`config.mk`:
```
export PLATFORM = sky130hd
export DESIGN_NAME = corr_top
export DESIGN_NICKNAME = d
export VERILOG_FILES = /design/src/corr_pkg.sv /design/src/corr_sample_capture.sv /design/src/corr_pair_mac.sv /design/src/corr_vis_bank.sv /design/src/corr_readout.sv /design/src/corr_top.sv
export VERILOG_INCLUDE_DIRS = /design/src
export SDC_FILE = /design/constraint.sdc
export NUM_CORES = 1
export LEC_CHECK = 0
export BUFFER_PORTS_ARGS = -buffer_cell sky130_fd_sc_hd__buf_4
export CAP_MARGIN = 20
export CORE_AREA = 2 2 340 342
export DETAILED_ROUTE_END_ITERATION = 10
export DIE_AREA = 0 0 342 344
export PLACE_DENSITY = 0.48
export SYNTH_ARGS = -nofsm -noshare
export SYNTH_HDL_FRONTEND = slang
export SYNTH_SLANG_ARGS = --single-unit
```
`constraint.sdc`:
```
create_clock -name clk_x -period 11.5 [get_ports clk_x]
set_input_delay 1.725 -clock clk_x [delete_from_list [all_inputs] [get_ports clk_x]]
set_output_delay 1.725 -clock clk_x [all_outputs]
set_load 0.005 [all_outputs]
```
`src/corr_cfg.svh`:
```
`ifndef CORR_CFG_SVH
`define CORR_CFG_SVH

// --------------------
// Array size
// --------------------

// Antennas per sample word, one bit each
`define CORR_ANTENNAS 24

// Signed width of each cos and sin accumulator
`define CORR_ACCUM_BITS 12

// Antenna pairs, also the slots per sample
`define CORR_PAIRS 12

// --------------------
// Pair table
// --------------------

// Entry k holds b index over a index in bits 10k+9 to 10k
// Listed from entry 11 down to entry 0
`define CORR_PAIR_TABLE { \
   5'd21, 5'd18, 5'd22, 5'd15, 5'd17, 5'd13, \
   5'd20, 5'd10, 5'd9,  5'd8,  5'd12, 5'd6,  \
   5'd23, 5'd5,  5'd11, 5'd4,  5'd7,  5'd3,  \
   5'd2,  5'd1,  5'd2,  5'd0,  5'd1,  5'd0 }

`endif

```
`src/corr_pkg.sv`:
```
`include "corr_cfg.svh"

package corr_pkg;

   // --------------------
   // Sample side
   // --------------------

   // One bit per antenna
   typedef logic [`CORR_ANTENNAS-1:0] ant_word_t;

   // Real and imaginary words of one sample
   typedef struct packed {
      ant_word_t re;
      ant_word_t im;
   } sample_t;

   // Pair index, 0 to 11
   typedef logic [$clog2(`CORR_PAIRS)-1:0] slot_t;

   // Antenna index into an ant_word_t
   typedef logic [$clog2(`CORR_ANTENNAS)-1:0] ant_idx_t;

   // Same layout as a pair table entry, b in the upper half
   typedef struct packed {
      ant_idx_t b_idx;
      ant_idx_t a_idx;
   } pair_t;

   // --------------------
   // Visibility side
   // --------------------

   // Wraps in two's complement
   typedef logic signed [`CORR_ACCUM_BITS-1:0] acc_t;

   // Sin above cos, as in the store
   typedef struct packed {
      acc_t sin_acc;
      acc_t cos_acc;
   } vis_t;

   // One slot on its way into the MAC
   typedef struct packed {
      logic    valid;
      logic    bank;
      slot_t   slot;
      sample_t sample;
   } slot_op_t;

   // Table entry for a slot
   function automatic pair_t pair_lookup(slot_t slot);
      logic [$bits(pair_t)*`CORR_PAIRS-1:0] table_bits;
      table_bits = `CORR_PAIR_TABLE;
      return pair_t'(table_bits[$bits(pair_t)*slot +: $bits(pair_t)]);
   endfunction

endpackage

```
`src/corr_sample_capture.sv`:
```
`include "corr_cfg.svh"

module corr_sample_capture (
   input  logic               clk_x,
   input  logic               arst_n,
   input  logic               sample_en,
   input  corr_pkg::sample_t  sample,
   input  logic               bank_swap,
   input  logic               pipe_busy,
   output logic               busy,
   output corr_pkg::slot_op_t slot_op,
   output logic               swap_now,
   output logic               bank_sel
);

   localparam corr_pkg::slot_t LAST_SLOT = corr_pkg::slot_t'(`CORR_PAIRS - 1);

   typedef enum logic {IDLE, RUN} cap_state_t;

   cap_state_t        state;
   corr_pkg::slot_t   slot_cnt;
   corr_pkg::sample_t smp_q;
   logic              swap_pend;
   logic              take;

   // Pending swap also holds off new samples
   assign busy = (state == RUN) || swap_pend;
   assign take = sample_en && !busy;

   // Swap only once the slot pass and the MAC are both empty
   assign swap_now = (state == IDLE) && swap_pend && !pipe_busy;

   // --------------------
   // Slot sequencer
   // --------------------

   always_ff @(posedge clk_x or negedge arst_n) begin
      if (!arst_n) begin
         state    <= IDLE;
         slot_cnt <= '0;
      end else begin
         case (state)
            IDLE: begin
               if (take) begin
                  state    <= RUN;
                  slot_cnt <= '0;
               end
            end
            RUN: begin
               // One pair per clock, back to idle after slot 11
               if (slot_cnt == LAST_SLOT) begin
                  state <= IDLE;
               end else begin
                  slot_cnt <= slot_cnt + 1'b1;
               end
            end
            default: state <= IDLE;
         endcase
      end
   end

   // Sample word held for the whole pass
   always_ff @(posedge clk_x) begin
      if (take) begin
         smp_q <= sample;
      end
   end

   // --------------------
   // Bank control
   // --------------------

   always_ff @(posedge clk_x or negedge arst_n) begin
      if (!arst_n) begin
         swap_pend <= 1'b0;
         bank_sel  <= 1'b0;
      end else begin
         // A pulse on the applying edge merges into this swap
         if (swap_now) begin
            swap_pend <= 1'b0;
            bank_sel  <= ~bank_sel;
         end else if (bank_swap) begin
            swap_pend <= 1'b1;
         end
      end
   end

   // Each slot is stamped with the bank it belongs to
   always_comb begin
      slot_op.valid  = (state == RUN);
      slot_op.bank   = bank_sel;
      slot_op.slot   = slot_cnt;
      slot_op.sample = smp_q;
   end

endmodule

```
`src/corr_pair_mac.sv`:
```
`include "corr_cfg.svh"

module corr_pair_mac (
   input  logic               clk_x,
   input  logic               arst_n,
   input  corr_pkg::slot_op_t slot_op,
   output logic               pipe_busy,
   output logic               rd_en,
   output logic               rd_bank,
   output corr_pkg::slot_t    rd_slot,
   input  corr_pkg::vis_t     rd_vis,
   output logic               wr_en,
   output logic               wr_bank,
   output corr_pkg::slot_t    wr_slot,
   output corr_pkg::vis_t     wr_vis
);

   localparam corr_pkg::acc_t ACC_POS = corr_pkg::acc_t'(1);
   localparam corr_pkg::acc_t ACC_NEG = corr_pkg::acc_t'(-1);

   // Stage 1 payload, the three bits the products need
   typedef struct packed {
      logic            bank;
      corr_pkg::slot_t slot;
      logic            ar;
      logic            br;
      logic            bi;
   } s1_t;

   // Stage 2 payload, finished sums
   typedef struct packed {
      logic            bank;
      corr_pkg::slot_t slot;
      corr_pkg::vis_t  vis;
   } s2_t;

   corr_pkg::pair_t pair;
   s1_t             s1_d;
   s1_t             s1_q;
   s2_t             s2_q;
   logic            s1_valid;
   logic            s2_valid;
   corr_pkg::acc_t  cos_step;
   corr_pkg::acc_t  sin_step;

   // --------------------
   // Stage 1
   // --------------------

   assign pair = corr_pkg::pair_lookup(slot_op.slot);

   always_comb begin
      s1_d.bank = slot_op.bank;
      s1_d.slot = slot_op.slot;
      s1_d.ar   = slot_op.sample.re[pair.a_idx];
      s1_d.br   = slot_op.sample.re[pair.b_idx];
      s1_d.bi   = slot_op.sample.im[pair.b_idx];
   end

   // Store read issued with the slot, data back next cycle
   assign rd_en   = slot_op.valid;
   assign rd_bank = slot_op.bank;
   assign rd_slot = slot_op.slot;

   // --------------------
   // Stage 2
   // --------------------

   // 1-bit products as +1 or -1
   assign cos_step = (s1_q.ar == s1_q.br) ? ACC_POS : ACC_NEG;
   assign sin_step = (s1_q.ar == s1_q.bi) ? ACC_POS : ACC_NEG;

   always_ff @(posedge clk_x) begin
      s1_q <= s1_d;
      // Wraps at the accumulator width
      s2_q.bank        <= s1_q.bank;
      s2_q.slot        <= s1_q.slot;
      s2_q.vis.cos_acc <= rd_vis.cos_acc + cos_step;
      s2_q.vis.sin_acc <= rd_vis.sin_acc + sin_step;
   end

   always_ff @(posedge clk_x or negedge arst_n) begin
      if (!arst_n) begin
         s1_valid <= 1'b0;
         s2_valid <= 1'b0;
      end else begin
         s1_valid <= slot_op.valid;
         s2_valid <= s1_valid;
      end
   end

   // --------------------
   // Stage 3
   // --------------------

   // Write lands on the third edge after issue
   assign wr_en   = s2_valid;
   assign wr_bank = s2_q.bank;
   assign wr_slot = s2_q.slot;
   assign wr_vis  = s2_q.vis;

   // Issue cycle is covered by the capture state itself
   assign pipe_busy = s1_valid | s2_valid;

endmodule

```
`src/corr_vis_bank.sv`:
```
`include "corr_cfg.svh"

module corr_vis_bank (
   input  logic            clk_x,
   input  logic            arst_n,
   input  logic            bank_sel,
   input  logic            swap_now,
   input  logic            rd_en,
   input  logic            rd_bank,
   input  corr_pkg::slot_t rd_slot,
   output corr_pkg::vis_t  rd_vis,
   input  logic            wr_en,
   input  logic            wr_bank,
   input  corr_pkg::slot_t wr_slot,
   input  corr_pkg::vis_t  wr_vis,
   input  corr_pkg::slot_t rb_slot,
   output corr_pkg::vis_t  rb_vis
);

   // Two banks of accumulators, plain inferred RAM
   corr_pkg::vis_t mem [2][`CORR_PAIRS];

   // Set flag means the entry reads as zero
   logic [1:0][`CORR_PAIRS-1:0] clr_flag;

   logic idle_bank;

   // Bus side always looks at the bank not being accumulated
   assign idle_bank = ~bank_sel;

   // --------------------
   // Accumulator port
   // --------------------

   always_ff @(posedge clk_x) begin
      if (wr_en) begin
         mem[wr_bank][wr_slot] <= wr_vis;
      end
   end

   // Registered read, zero on first access after a swap
   always_ff @(posedge clk_x) begin
      if (rd_en) begin
         if (clr_flag[rd_bank][rd_slot]) begin
            rd_vis <= '0;
         end else begin
            rd_vis <= mem[rd_bank][rd_slot];
         end
      end
   end

   // --------------------
   // Clear flags
   // --------------------

   always_ff @(posedge clk_x or negedge arst_n) begin
      if (!arst_n) begin
         clr_flag <= '1;
      end else begin
         if (wr_en) begin
            clr_flag[wr_bank][wr_slot] <= 1'b0;
         end
         // New active bank is the current idle one
         if (swap_now) begin
            clr_flag[idle_bank] <= '1;
         end
      end
   end

   // Readback of the idle bank
   assign rb_vis = clr_flag[idle_bank][rb_slot] ? '0 : mem[idle_bank][rb_slot];

endmodule

```
`src/corr_readout.sv`:
```
`include "corr_cfg.svh"

module corr_readout (
   input  logic            clk_x,
   input  logic            arst_n,
   input  logic            bus_req,
   input  corr_pkg::slot_t bus_addr,
   output logic            bus_ack,
   output corr_pkg::vis_t  bus_data,
   output corr_pkg::slot_t rb_slot,
   input  corr_pkg::vis_t  rb_vis
);

   typedef enum logic {WAIT_REQ, ACKED} rd_state_t;

   rd_state_t state;
   logic      addr_ok;

   // Address held stable by the master while req is high
   assign rb_slot = bus_addr;
   assign addr_ok = (bus_addr < `CORR_PAIRS);

   // --------------------
   // Four-phase handshake
   // --------------------

   always_ff @(posedge clk_x or negedge arst_n) begin
      if (!arst_n) begin
         state <= WAIT_REQ;
      end else begin
         case (state)
            WAIT_REQ: begin
               if (bus_req) begin
                  state <= ACKED;
               end
            end
            ACKED: begin
               // Ack drops once req is seen low
               if (!bus_req) begin
                  state <= WAIT_REQ;
               end
            end
            default: state <= WAIT_REQ;
         endcase
      end
   end

   assign bus_ack = (state == ACKED);

   // Data captured with the rising ack, frozen while ack is high
   always_ff @(posedge clk_x) begin
      if ((state == WAIT_REQ) && bus_req) begin
         bus_data <= addr_ok ? rb_vis : '0;
      end
   end

endmodule

```
`src/corr_top.sv`:
```
`include "corr_cfg.svh"

module corr_top (
   input  logic              clk_x,
   input  logic              arst_n,
   input  logic              sample_en,
   input  corr_pkg::sample_t sample,
   output logic              busy,
   input  logic              bank_swap,
   output logic              bank_sel,
   input  logic              bus_req,
   input  corr_pkg::slot_t   bus_addr,
   output logic              bus_ack,
   output corr_pkg::vis_t    bus_data
);

   // --------------------
   // Internal nets
   // --------------------

   corr_pkg::slot_op_t slot_op;
   logic               swap_now;
   logic               pipe_busy;

   // MAC to store
   logic               rd_en;
   logic               rd_bank;
   corr_pkg::slot_t    rd_slot;
   corr_pkg::vis_t     rd_vis;
   logic               wr_en;
   logic               wr_bank;
   corr_pkg::slot_t    wr_slot;
   corr_pkg::vis_t     wr_vis;

   // Readout to store
   corr_pkg::slot_t    rb_slot;
   corr_pkg::vis_t     rb_vis;

   corr_sample_capture u_capture (
      .clk_x     (clk_x),
      .arst_n    (arst_n),
      .sample_en (sample_en),
      .sample    (sample),
      .bank_swap (bank_swap),
      .pipe_busy (pipe_busy),
      .busy      (busy),
      .slot_op   (slot_op),
      .swap_now  (swap_now),
      .bank_sel  (bank_sel)
   );

   corr_pair_mac u_mac (
      .clk_x     (clk_x),
      .arst_n    (arst_n),
      .slot_op   (slot_op),
      .pipe_busy (pipe_busy),
      .rd_en     (rd_en),
      .rd_bank   (rd_bank),
      .rd_slot   (rd_slot),
      .rd_vis    (rd_vis),
      .wr_en     (wr_en),
      .wr_bank   (wr_bank),
      .wr_slot   (wr_slot),
      .wr_vis    (wr_vis)
   );

   corr_vis_bank u_bank (
      .clk_x     (clk_x),
      .arst_n    (arst_n),
      .bank_sel  (bank_sel),
      .swap_now  (swap_now),
      .rd_en     (rd_en),
      .rd_bank   (rd_bank),
      .rd_slot   (rd_slot),
      .rd_vis    (rd_vis),
      .wr_en     (wr_en),
      .wr_bank   (wr_bank),
      .wr_slot   (wr_slot),
      .wr_vis    (wr_vis),
      .rb_slot   (rb_slot),
      .rb_vis    (rb_vis)
   );

   corr_readout u_readout (
      .clk_x     (clk_x),
      .arst_n    (arst_n),
      .bus_req   (bus_req),
      .bus_addr  (bus_addr),
      .bus_ack   (bus_ack),
      .bus_data  (bus_data),
      .rb_slot   (rb_slot),
      .rb_vis    (rb_vis)
   );

endmodule

```
# == Yosys cells after proc, flatten, opt, wreduce, memory -nomap -nowiden ==
# Memories as Yosys holds them, arrays and structs flattened.
# Index checks and enable logic that the tools add are counted.
# word_totals
ff_bits,167
ramBits,576
out_inout_bits,27
elab_cells,119
mem_count,1
# classes
n_addsub,3
multipliers,1
magnitude_cmp,16
eq_ne,5
shifts,1
muxes,43
n_bitwise,11
n_reduce_logical,14
# memory_table
name,depth,width,rd,rd_clocked_by_memory_dff,wr,line,rtl
u_bank.mem,2,288,2,0,1,corr_vis_bank.sv:21,corr_pkg::vis_t mem [2][`CORR_PAIRS];
# ops
op,count
$mux W288,1
$bmux W24 S4,2
$mux W24,7
$shiftx A120 B9 Y10 const A,1
$demux W24 S4,1
$mux W12,8
$add A12 B12 Y12,2
$and A24 B24 Y24,1
$demux W12 S1,2
$not A24 Y24,1
$or A24 B24 Y24,1
$bmux W1 S5,3
$ge A5 B5 Y1 const B,3
$lt A4 B5 Y1 const B,3
$not A4 Y5,3
$lt A5 B6 Y1 const B,2
$mux W1,12
$bmux W1 S4,2
$logic_and A1 B1 Y1,8
$mux W4,2
$pmux W4 S2,1
$mul A3 B4 Y7 const A,1
$lt A1 B2 Y1 const B,3
$lt A5 B1 Y1 const B,1
17 further kinds,23

# == Longest topological paths before layout ==
# Gate-level depths: netlist of run 1.
# depth
depth_word,11
depth_mapped,14
ltp_nobuf,9

# == Cells and area by module ==
# Synthesis of run 1 repeated with hierarchy kept, for this count alone.
# unflattened
cells_unflattened,2113
hier_area_um2,34899.7
# modules_own_cells
module,instances,cells_per_inst,area_each_um2
corr_vis_bank,1,1695,29324.4
corr_pair_mac,1,278,2778.9
corr_sample_capture,1,82,1796.7
corr_readout,1,58,999.7

# == Least setup slack after synthesis of run 1 ==
# OpenSTA, ideal clock, no wires.
# synth_path
path_kind,input to register
from,input port sample_en
to,register u_capture.slot_cnt[3]
setup_ps,233
t_arrival_ps,4587
slack_ps,6680
stages,7
path_buffers,0
cell_sequence,inv_1 -> nor2_1 -> nor2b_1 -> inv_1 -> nand4_1 -> xnor2_1 -> nor2_1
# synth_via
elab_chain_cells,3
# synth_rtl
item,line,rtl
start: declaration,corr_top.sv:6,"input logic sample_en,"
$logic_and A1 B1 Y1,corr_sample_capture.sv:28,assign take = sample_en && !busy;
named net u_capture.take,corr_sample_capture.sv:24,logic take;
$ne A2 B1 Y1 (no line),--,
$reduce_and A2 Y1 (no line),--,
end signal: assignment,corr_sample_capture.sv:54,slot_cnt <= slot_cnt + 1'b1;
end: declaration,corr_sample_capture.sv:21,corr_pkg::slot_t slot_cnt;
# The timed path passes the listed nets, and every way through them passes these cells.
# A chain may end at the register's enable or synchronous reset.

# == Final worst setup path of run 1 ==
# layout_path
from,register u_capture.bank_sel
to,register u_bank.rd_vis[4] (netlist name)
# layout_via
elab_chain_cells,4
# layout_rtl
item,line,rtl
start: declaration,corr_sample_capture.sv:13,output logic bank_sel
start signal: assignment,corr_sample_capture.sv:81,bank_sel <= ~bank_sel;
$mem_v2 Z2 W288 / $mux W12 (equally long branches),--,
$bmux W24 S4 / $mux W12 (equally long branches),"corr_vis_bank.sv:47, corr_vis_bank.sv:44",
$mux W24 (implied by the code) / $bmux W1 S4 (equally long branches),"corr_vis_bank.sv:47, corr_vis_bank.sv:44",
$mux W24 (implied by the code) / $mux W1 (equally long branches),"corr_vis_bank.sv:47, corr_vis_bank.sv:44",
# Parallel ways exist; a longest one is shown, timed or not. The select of a mux whose other input is x is not followed.

==> results of run 1 <==
## worst max-delay path by stage
stage,endpoint,cells after the start,startpoint
6_report,u_bank.rd_vis[4]$_SDFFCE_PP0P_,6,u_capture.bank_sel$_DFFE_PN0P_
5_1_grt,u_bank.rd_vis[16]$_SDFFCE_PP0P_,6,u_capture.bank_sel$_DFFE_PN0P_
3_3_place_gp,u_readout.bus_data[17]$_SDFFCE_PP0P_,7,bus_addr[0]
4_1_cts,u_bank.rd_vis[12]$_SDFFCE_PP0P_,6,u_capture.bank_sel$_DFFE_PN0P_
3_5_place_dp,u_readout.bus_data[15]$_SDFFCE_PP0P_,6,bus_addr[0]
2_1_floorplan,u_capture.slot_cnt[3]$_DFFE_PN0P_,7,sample_en
## layer usage
metal / GRT usage / vias up
met1: 0.207 / 9771
met2: 0.290 / 626
met5: 0 / -
li1: - / 7633
met4: 0.0529 / 0
met3: 0.0325 / 148
## power by group
part	total, mW	switching, mW	internal (mW)
logic	3.78	2.06	1.72
registers	4.26	0.489	3.77
clock network	2.54	1.07	1.47
total	10.6	3.62	6.96
## cell usage after synthesis, types with 5 or more instances
| cell | n | share of area |
|---|---|---|
| sky130_fd_sc_hd__edfxtp_1 | 672 | 0.59 |
| sky130_fd_sc_hd__mux4_2 | 318 | 0.21 |
| sky130_fd_sc_hd__nor2_1 | 115 | 0.013 |
| sky130_fd_sc_hd__nand2_1 | 96 | 0.011 |
| sky130_fd_sc_hd__a21oi_1 | 88 | 0.013 |
| sky130_fd_sc_hd__mux2i_1 | 55 | 0.016 |
| sky130_fd_sc_hd__buf_2 | 52 | 0.0076 |
| sky130_fd_sc_hd__dfxtp_1 | 37 | 0.022 |
| sky130_fd_sc_hd__o21ai_0 | 34 | 0.0050 |
| sky130_fd_sc_hd__mux4_1 | 31 | 0.024 |
| sky130_fd_sc_hd__ha_1 | 30 | 0.011 |
| sky130_fd_sc_hd__dfstp_2 | 24 | 0.019 |
| sky130_fd_sc_hd__clkbuf_1 | 20 | 0.0022 |
| sky130_fd_sc_hd__inv_1 | 19 | 0.0021 |
| sky130_fd_sc_hd__xnor2_1 | 18 | 0.0046 |
| sky130_fd_sc_hd__buf_6 | 15 | 0.0050 |
| sky130_fd_sc_hd__nor2b_1 | 15 | 0.0028 |
| sky130_fd_sc_hd__dfrtp_1 | 10 | 0.0073 |
| sky130_fd_sc_hd__buf_4 | 9 | 0.0020 |
| sky130_fd_sc_hd__nand2b_1 | 9 | 0.0017 |
| sky130_fd_sc_hd__nand3_1 | 9 | 0.0013 |
| sky130_fd_sc_hd__mux2_2 | 8 | 0.0026 |
| sky130_fd_sc_hd__xor2_1 | 7 | 0.0018 |
| sky130_fd_sc_hd__o22ai_1 | 6 | 0.0011 |
| sky130_fd_sc_hd__buf_1 | 5 | 0.00055 |
| sky130_fd_sc_hd__clkbuf_4 | 5 | 0.0011 |
| sky130_fd_sc_hd__nor3_1 | 5 | 0.00073 |
## stage by stage
step | instance area [µm²] | hold slack, ns | total power [mW]
floorplan | 34100 | 0.310 | 6.87
global placement | 36500 | 0.311 | 8.05
detailed placement | 36500 | 0.312 | 8.11
CTS | 39000 | 0.321 | 10.7
global route | 39100 | 0.322 | 11.1
finish | 39100 | 0.317 | 10.6
## sequential cells by signal, summed over array words and instances (netlist names)
name	cells
u_bank.clr_flag	24
u_bank.mem	576
u_bank.rd_vis	24
u_capture.bank_sel	1
u_capture.slot_cnt	4
u_capture.slot_op	48
u_capture.state	1
u_capture.swap_pend	1
u_mac.s1_q	8
u_mac.s1_valid	1
u_mac.wr_bank	1
u_mac.wr_en	1
u_mac.wr_slot	4
u_mac.wr_vis	24
u_readout.bus_ack	1
u_readout.bus_data	24
## area by class of cell
type / instances / area (µm²) / area share
Clock buffer: 94 / 2110 / 0.0540
Sequential cell: 743 / 21800 / 0.558
Clock inverter: 46 / 430 / 0.0110
Multi-Input combinational cell: 906 / 11700 / 0.300
Tap cell: 1512 / 1890 / 0.0484
Timing Repair Buffer: 130 / 1040 / 0.0266
Inverter: 21 / 78.8 / 0.00202
## kinds of logic (layout without fill, tap and decap cells)
family                     after synthesis  after routing  share of synthesized area
DFF                                    743            743                      0.640
muxes                                  416            416                      0.256
and+or+nand+nor                        272            272                     0.0346
AOI/OAI and AO/OA                      161            161                     0.0274
buffers and inverters                  134            291                     0.0233
adders and majority gates               32             32                     0.0122
xor gates and xnor gates                25             25                    0.00643
==> results.py, run 1 <==
metrics = {
    "outcome": {
        "status": "finished, final reports clean",
    },
    "timing": {
        "clock_skew_ns": 0.0255,
        "report.final.slew_viol_count": 0,
        "layout_min_cycle_time_ns": 4.42,
        "setup_ws_ns": 7.08,
        "tightestPinTransition_ns": 1.02,
        "fin_crit_sh": 0.385,
        "relSlewSlack": 0.318,
        "rsz0062_at_grt": "false",
        "report.final.hold_viol_count": 0,
        "aggregate_negative_setup_slack_ns": 0,
        "setup_violations": 0,
        "clock.fmax_mhz": 226,
    },
    "critical_path": {
        "end_kind": "flip-flop",
        "timing.critical_path.from_type": "flip-flop",
        "slowest_cell_on_the_critical_path": "sky130_fd_sc_hd__dfrtp_4",
        "max_stage_delay_ns": 1.01,
        "reg2reg_from": "u_capture.bank_sel$_DFFE_PN0P_",
        "timing_worst_setup_path_type": "reg -> reg",
        "critical-path-top-cell-by-count": "sky130_fd_sc_hd__buf_12",
        "critical_path.max_fanout": 136,
        "reg_to_reg_end": "u_bank.rd_vis[4]$_SDFFCE_PP0P_",
        "worstPathRequired_ns": 11.86,
        "path_cells": "buf_12, buf_12, mux4_1, mux4_2, a21oi_1, nor2_1",
        "critPathBufInv": 2,
        "crit_family": "buffers and inverters",
        "arrival_ns": 4.78,
        "rr_worst_depth": 6,
        "timing.reg2reg.setup_slack_ns": 7.08,
    },
    "route": {
        "post_route_drc_violation_count": 0,
        "drt_pass_1_iters": 5,
        "routedWlPerCell_um": 28.1,
        "drt_wl_total_um": 97000,
        "detailroute.wirelength.met3_um": 6000,
        "post_route_m1_wl_um": 38700,
        "detailroute.via_count": 18200,
        "routed-wl-met2_um": 49600,
        "topRoutingLayerUsed": "met4",
        "final_antenna_net_count": 0,
        "routed_via_density": 5.27,
        "drtIter0Drc": 1814,
    },
    "min_path": {
        "timing.hold.worst.start": "u_mac.s1_q[4]$_DFF_P_",
        "hold_path_class": "reg -> reg",
        "min_delay_path_depth": 0,
        "timing.hold.worst_endpoint": "u_mac.wr_slot[1]$_DFF_P_",
    },
    "global_routing": {
        "grt_pass1_vias": 19100,
        "total_gr_overflow": 0,
        "globalRouteTotalUtil": 0.166,
        "grt_max_degree": 137,
        "wire_length_of_the_first_global_routing_pass_um": 139000,
        "antenna_found_initial": 1,
    },
    "yosys": {
        "netlist_area_mm2": 0.0341,
        "netlist_instances": 1783,
        "synth.yosys.warnings": 0,
        "syn_nets": 1872,
        "asyncSetResetFlopFracSynth": 0.0458,
        "post_synth.cell_area_avg_um2": 19.1,
        "synth_sequential_area_ratio": 0.640,
        "synth_top_flop_cell": "sky130_fd_sc_hd__edfxtp_1",
        "number_of_enable_flip_flop_cells_after_synthesis": 672,
        "synth_cell_types": 68,
        "synth.ff_latch_count": 743,
    },
    "cts": {
        "clock_tree.root_cell": "sky130_fd_sc_hd__clkbuf_16",
        "tritoncts_sink_count": 743,
        "tritoncts": "built",
        "clkLatencyLatePin_ns": 0.64,
        "cts_made_buffers": 77,
        "cts_hold_buffers": 0,
        "clk_transition_reported_paths_ns": 0.06,
        "clock_path_buffers": 3,
        "setup_fix_bufs_post_cts": 0,
        "cts-resized-gates": 0,
        "clock_tree.htree_level_count": 3,
    },
    "place": {
        "numPlacedInstances": 3311,
        "place_hpwl_um": 53800,
        "finalWeightedCongestion": 0.762,
        "preCtsSetupSlack_ns": 6.43,
        "port_buffers": 83,
    },
    "die": {
        "fp.coreArea_mm2": 0.114,
        "floorplan.rows": 124,
        "die_w_um": 342,
        "initial_utilization": 0.299,
        "die_h_um": 344,
        "design.die.area_mm2": 0.118,
        "ioPinCount": 84,
    },
    "finish": {
        "stdcell_count": 3452,
        "num-fill-cells": 10700,
        "layout_commonest_cell": "sky130_fd_sc_hd__edfxtp_1",
        "final_net_count": 1968,
        "final_core_utilization": 0.343,
        "most_used_cells_in_the_layout_excluding_fill_and_tap_cells": "sky130_fd_sc_hd__edfxtp_1, sky130_fd_sc_hd__mux4_2, sky130_fd_sc_hd__buf_4, sky130_fd_sc_hd__nand2_1, sky130_fd_sc_hd__nor2_1",
        "areaGrowthSynthToFinish_pct": 14.7,
        "final_layout_size_suffix_gt1_frac": 0.331,
        "num_antenna_cells": 0,
    },
    "flow_run": {
        "max-cap-violations": 0,
    },
    "pwr": {
        "power.density_cell_area_mw_per_mm2": 271,
        "leakagePower_nw": 12.6,
        "ir_worst_vdd_mv": 0.205,
    },
}
No activity file was read; power rests on OpenSTA's default activity.
==> run 2, diff against run 1 <==
Settings changed: ABC_AREA set to 1, CORE_AREA 2 2 340 342 to 2 2 351 353, DIE_AREA 0 0 342 344 to 0 0 353 355.
Clock period 11.5 ns to 4.3 ns, I/O delays scaled along.
==> run 2 against run 1 <==
Synthesized cell count increased by 110%. Worst hold slack worse by 0.21 ns. Via count up 54%. Power grew to 2.8 times the previous value. Design area increased by 5.7%. Core utilization down 0.28 points. Routed wire length up 26%. Die area is 6.5% higher. Clock skew increased by 0.0043 ns. First-iteration DRC count increased by 76%. Largest power group unchanged. Combinational power grew to 3.0 times the previous value. Clock power rose to 2.8 times the previous value. Highest routed layer unchanged.
==> results.py, run 2 <==
metrics = {
    "outcome": {
        "status": "finished, final reports clean",
    },
    "yosys": {
        "post_synth.cell_area_avg_um2": 9.59,
        "synth_cell_types": 39,
        "synth.cells.most_frequent": "sky130_fd_sc_hd__edfxtp_1, sky130_fd_sc_hd__nand2_1, sky130_fd_sc_hd__o21ai_0, sky130_fd_sc_hd__a21oi_1, sky130_fd_sc_hd__inv_1",
        "synth.area.top_cells": "sky130_fd_sc_hd__edfxtp_1, sky130_fd_sc_hd__o21ai_0, sky130_fd_sc_hd__a21oi_1",
        "post_synth_and_or_nand_nor_area_fraction": 0.131,
        "asyncSetResetFlopFracSynth": 0.0458,
        "yosysTopAreaCellShare": 0.556,
        "synthXorXnorAreaFrac": 0.00531,
        "syn_nets": 3874,
        "synth_fa_ha_area_frac": 0.0114,
        "synth_compound_gate_area_share": 0.177,
        "synth.most_common_cell": "sky130_fd_sc_hd__edfxtp_1",
        "synth.mux.area_fraction": 0,
        "netlist_instances": 3785,
        "synth.yosys.warnings": 0,
        "netlist_area_mm2": 0.0363,
        "netlist.top_cell.by_area": "sky130_fd_sc_hd__edfxtp_1",
        "number_of_enable_flip_flop_cells_after_synthesis": 672,
        "largest_family_of_logic_cells_by_synthesized_area": "compound AO/OA/AOI/OAI gates",
        "synth_sequential_area_ratio": 0.600,
        "synth.ff_latch_count": 743,
        "synth_top_flop_cell": "sky130_fd_sc_hd__edfxtp_1",
    },
    "finish": {
        "registers.top_by_ff_count": "u_bank.mem",
        "layout_commonest_cell": "sky130_fd_sc_hd__edfxtp_1",
        "final_layout_size_suffix_gt1_frac": 0.0913,
        "final_net_count": 3852,
        "num_antenna_cells": 0,
        "most_used_cells_in_the_layout_excluding_fill_and_tap_cells": "sky130_fd_sc_hd__edfxtp_1, sky130_fd_sc_hd__nand2_1, sky130_fd_sc_hd__o21ai_0, sky130_fd_sc_hd__a21oi_1, sky130_fd_sc_hd__inv_1",
        "areaGrowthSynthToFinish_pct": 13.8,
        "number_of_flip_flops_in_the_largest_register": 576,
    },
    "place": {
        "place_hpwl_um": 66700,
        "preCtsSetupSlack_ns": 0.801,
        "finalWeightedCongestion": 0.808,
        "port_buffers": 83,
    },
    "cts": {
        "clock_path_buffers": 3,
        "setup_fix_bufs_post_cts": 0,
        "tritoncts_sink_count": 743,
        "cts_made_buffers": 87,
        "tritoncts": "built",
        "cts-resized-gates": 0,
        "clock_tree.htree_level_count": 3,
        "clk_transition_reported_paths_ns": 0.06,
        "clkLatencyLatePin_ns": 0.66,
        "cts_hold_buffers": 1,
        "clock_tree.root_cell": "sky130_fd_sc_hd__clkbuf_16",
    },
    "timing": {
        "tightestPinTransition_ns": 1.07,
        "relSlewSlack": 0.284,
        "rsz0062_at_grt": "false",
        "clock.fmax_mhz": 281,
        "layout_min_cycle_time_ns": 3.56,
        "clock_skew_ns": 0.0299,
        "report.final.hold_viol_count": 0,
        "report.final.slew_viol_count": 0,
        "setup_ws_ns": 0.737,
        "setup_violations": 0,
        "fin_crit_sh": 0.829,
        "aggregate_negative_setup_slack_ns": 0,
    },
    "critical_path": {
        "timing_worst_setup_path_type": "reg -> reg",
        "path_cells": "inv_6, ha_1, nand2_1, nand3_2, nand2_1, inv_1, nor2_1, nor2_1, o21ai_0, nand3_1, nand3_1, nand2_1",
        "worstPathRequired_ns": 4.82,
        "critical_path.max_fanout": 35,
        "max_stage_delay_ns": 0.76,
        "timing.critical_path.from_type": "flip-flop",
        "slowest_cell_on_the_critical_path": "sky130_fd_sc_hd__dfrtp_4",
        "arrival_ns": 4.08,
        "end_kind": "flip-flop",
        "critical-path-top-cell-by-count": "sky130_fd_sc_hd__nand2_1",
    },
    "die": {
        "initial_utilization": 0.299,
        "die_h_um": 355,
        "ioPinCount": 84,
        "die_w_um": 353,
        "fp.coreArea_mm2": 0.121,
        "floorplan.rows": 128,
        "design.die.area_mm2": 0.125,
    },
    "pwr": {
        "ir_worst_vdd_mv": 0.770,
        "leakagePower_nw": 15.6,
        "power.density_cell_area_mw_per_mm2": 720,
    },
    "global_routing": {
        "total_gr_overflow": 0,
        "wire_length_of_the_first_global_routing_pass_um": 176000,
        "globalRouteTotalUtil": 0.190,
        "grt_pass1_vias": 26100,
        "grt_max_degree": 226,
        "antenna_found_initial": 1,
    },
    "route": {
        "drtIter0Drc": 3184,
        "post_route_drc_violation_count": 0,
        "drt_wl_total_um": 122000,
        "drt_pass_1_iters": 6,
        "detailroute.via_count": 28000,
        "routedWlPerCell_um": 22.3,
        "final_antenna_net_count": 0,
        "routed_via_density": 5.13,
    },
    "min_path": {
        "hold_path_class": "in -> reg",
    },
    "flow_run": {
        "max-cap-violations": 0,
    },
}
[run 2: changes by cell type in the layout (fill, tap and decap cells not counted), sizes merged, moves of 136 or more]
cell	before	now
a21oi	89	450
o211ai	2	152
mux4	353	0
inv	22	376
nand3	9	283
nand2	96	594
o21ai	34	560
nor2	115	251
[run 2: worst paths after layout]
check | from | endpoint | slack [ns] | cells after the start
worst max-delay path | u_capture.slot_cnt[0]$_DFFE_PN0P_ | u_mac.s1_q[0]$_DFF_P_ | 0.74 | 12
worst min register to register | u_mac.s1_q[4]$_DFF_P_ | u_mac.wr_slot[1]$_DFF_P_ | 0.32 | 0
worst min-delay path | bus_req | u_readout.bus_ack$_DFF_PN0_ | 0.11 | 1
max in group asynchronous | arst_n | u_capture.slot_cnt[1]$_DFFE_PN0P_ | 3.25 | 2
min in group asynchronous | arst_n | u_capture.swap_pend$_DFFE_PN0P_ | 0.59 | 2
worst max register to register | u_capture.slot_cnt[0]$_DFFE_PN0P_ | u_mac.s1_q[0]$_DFF_P_ | 0.74 | 12
[run 2: stage by stage]
stage	instance area (µm²)	std cells	util	hold slack (ns)	total power, mW
3_3_place_gp	38500	5297	0.317	0.310	22.6
3_5_place_dp	38600	5298	0.318	0.313	22.6
6_report	41300	5459	0.340	0.111	29.7
4_1_cts	41300	5459	0.340	0.0712	29.9
2_1_floorplan	36300	3785	-	0.310	19.0
5_1_grt	41300	5459	0.340	0.0827	31.7
[run 2: cells by family (layout without fill, tap and decap cells)]
kind of cell,after synthesis,after routing
AOI/OAI and AO/OA,1193,1193
and+or+nand+nor,1151,1151
xor gates and xnor gates,22,22
buffers and inverters,644,693
DFF,743,743
adders and majority gates,32,32
[run 2: area by class of cell]
class                   instances  area (µm²)
well taps                    1625        2030
inverters                     380        1440
clock inverters                52         398
fillers                     12500       80100
repair buffers                153        1290
multi-input cells            2398       12000
flip-flops and latches        743       21800
clock buffers                 108        2340
[run 2: where the power goes]
| group | leakage [nW] | switching [mW] | total (mW) | internal (mW) |
|---|---|---|---|---|
| Clock | 1.35 | 3.03 | 7.18 | 4.15 |
| Combinational | 7.47 | 7.95 | 11.3 | 3.34 |
| Sequential | 6.78 | 1.27 | 11.3 | 10.0 |
[run 2: routing by layer]
| layer | track usage | vias to the layer above | wire, µm |
|---|---|---|---|
| met4 | 0.0576 | 0 | 3660 |
| li1 | - | 13200 | - |
| met3 | 0.0330 | 193 | 9740 |
| met2 | 0.288 | 1116 | 52600 |
| met5 | 0 | - | 0 |
| met1 | 0.277 | 13500 | 55900 |
[run 2: worst max-delay path, delay by kind of cell (launching register included)]
family / cells / cell delay (ns)
and+or+nand+nor: 8 / 1.57
DFF: 1 / 0.76
buffers and inverters: 2 / 0.54
adders and majority gates: 1 / 0.43
AOI/OAI and AO/OA: 1 / 0.09
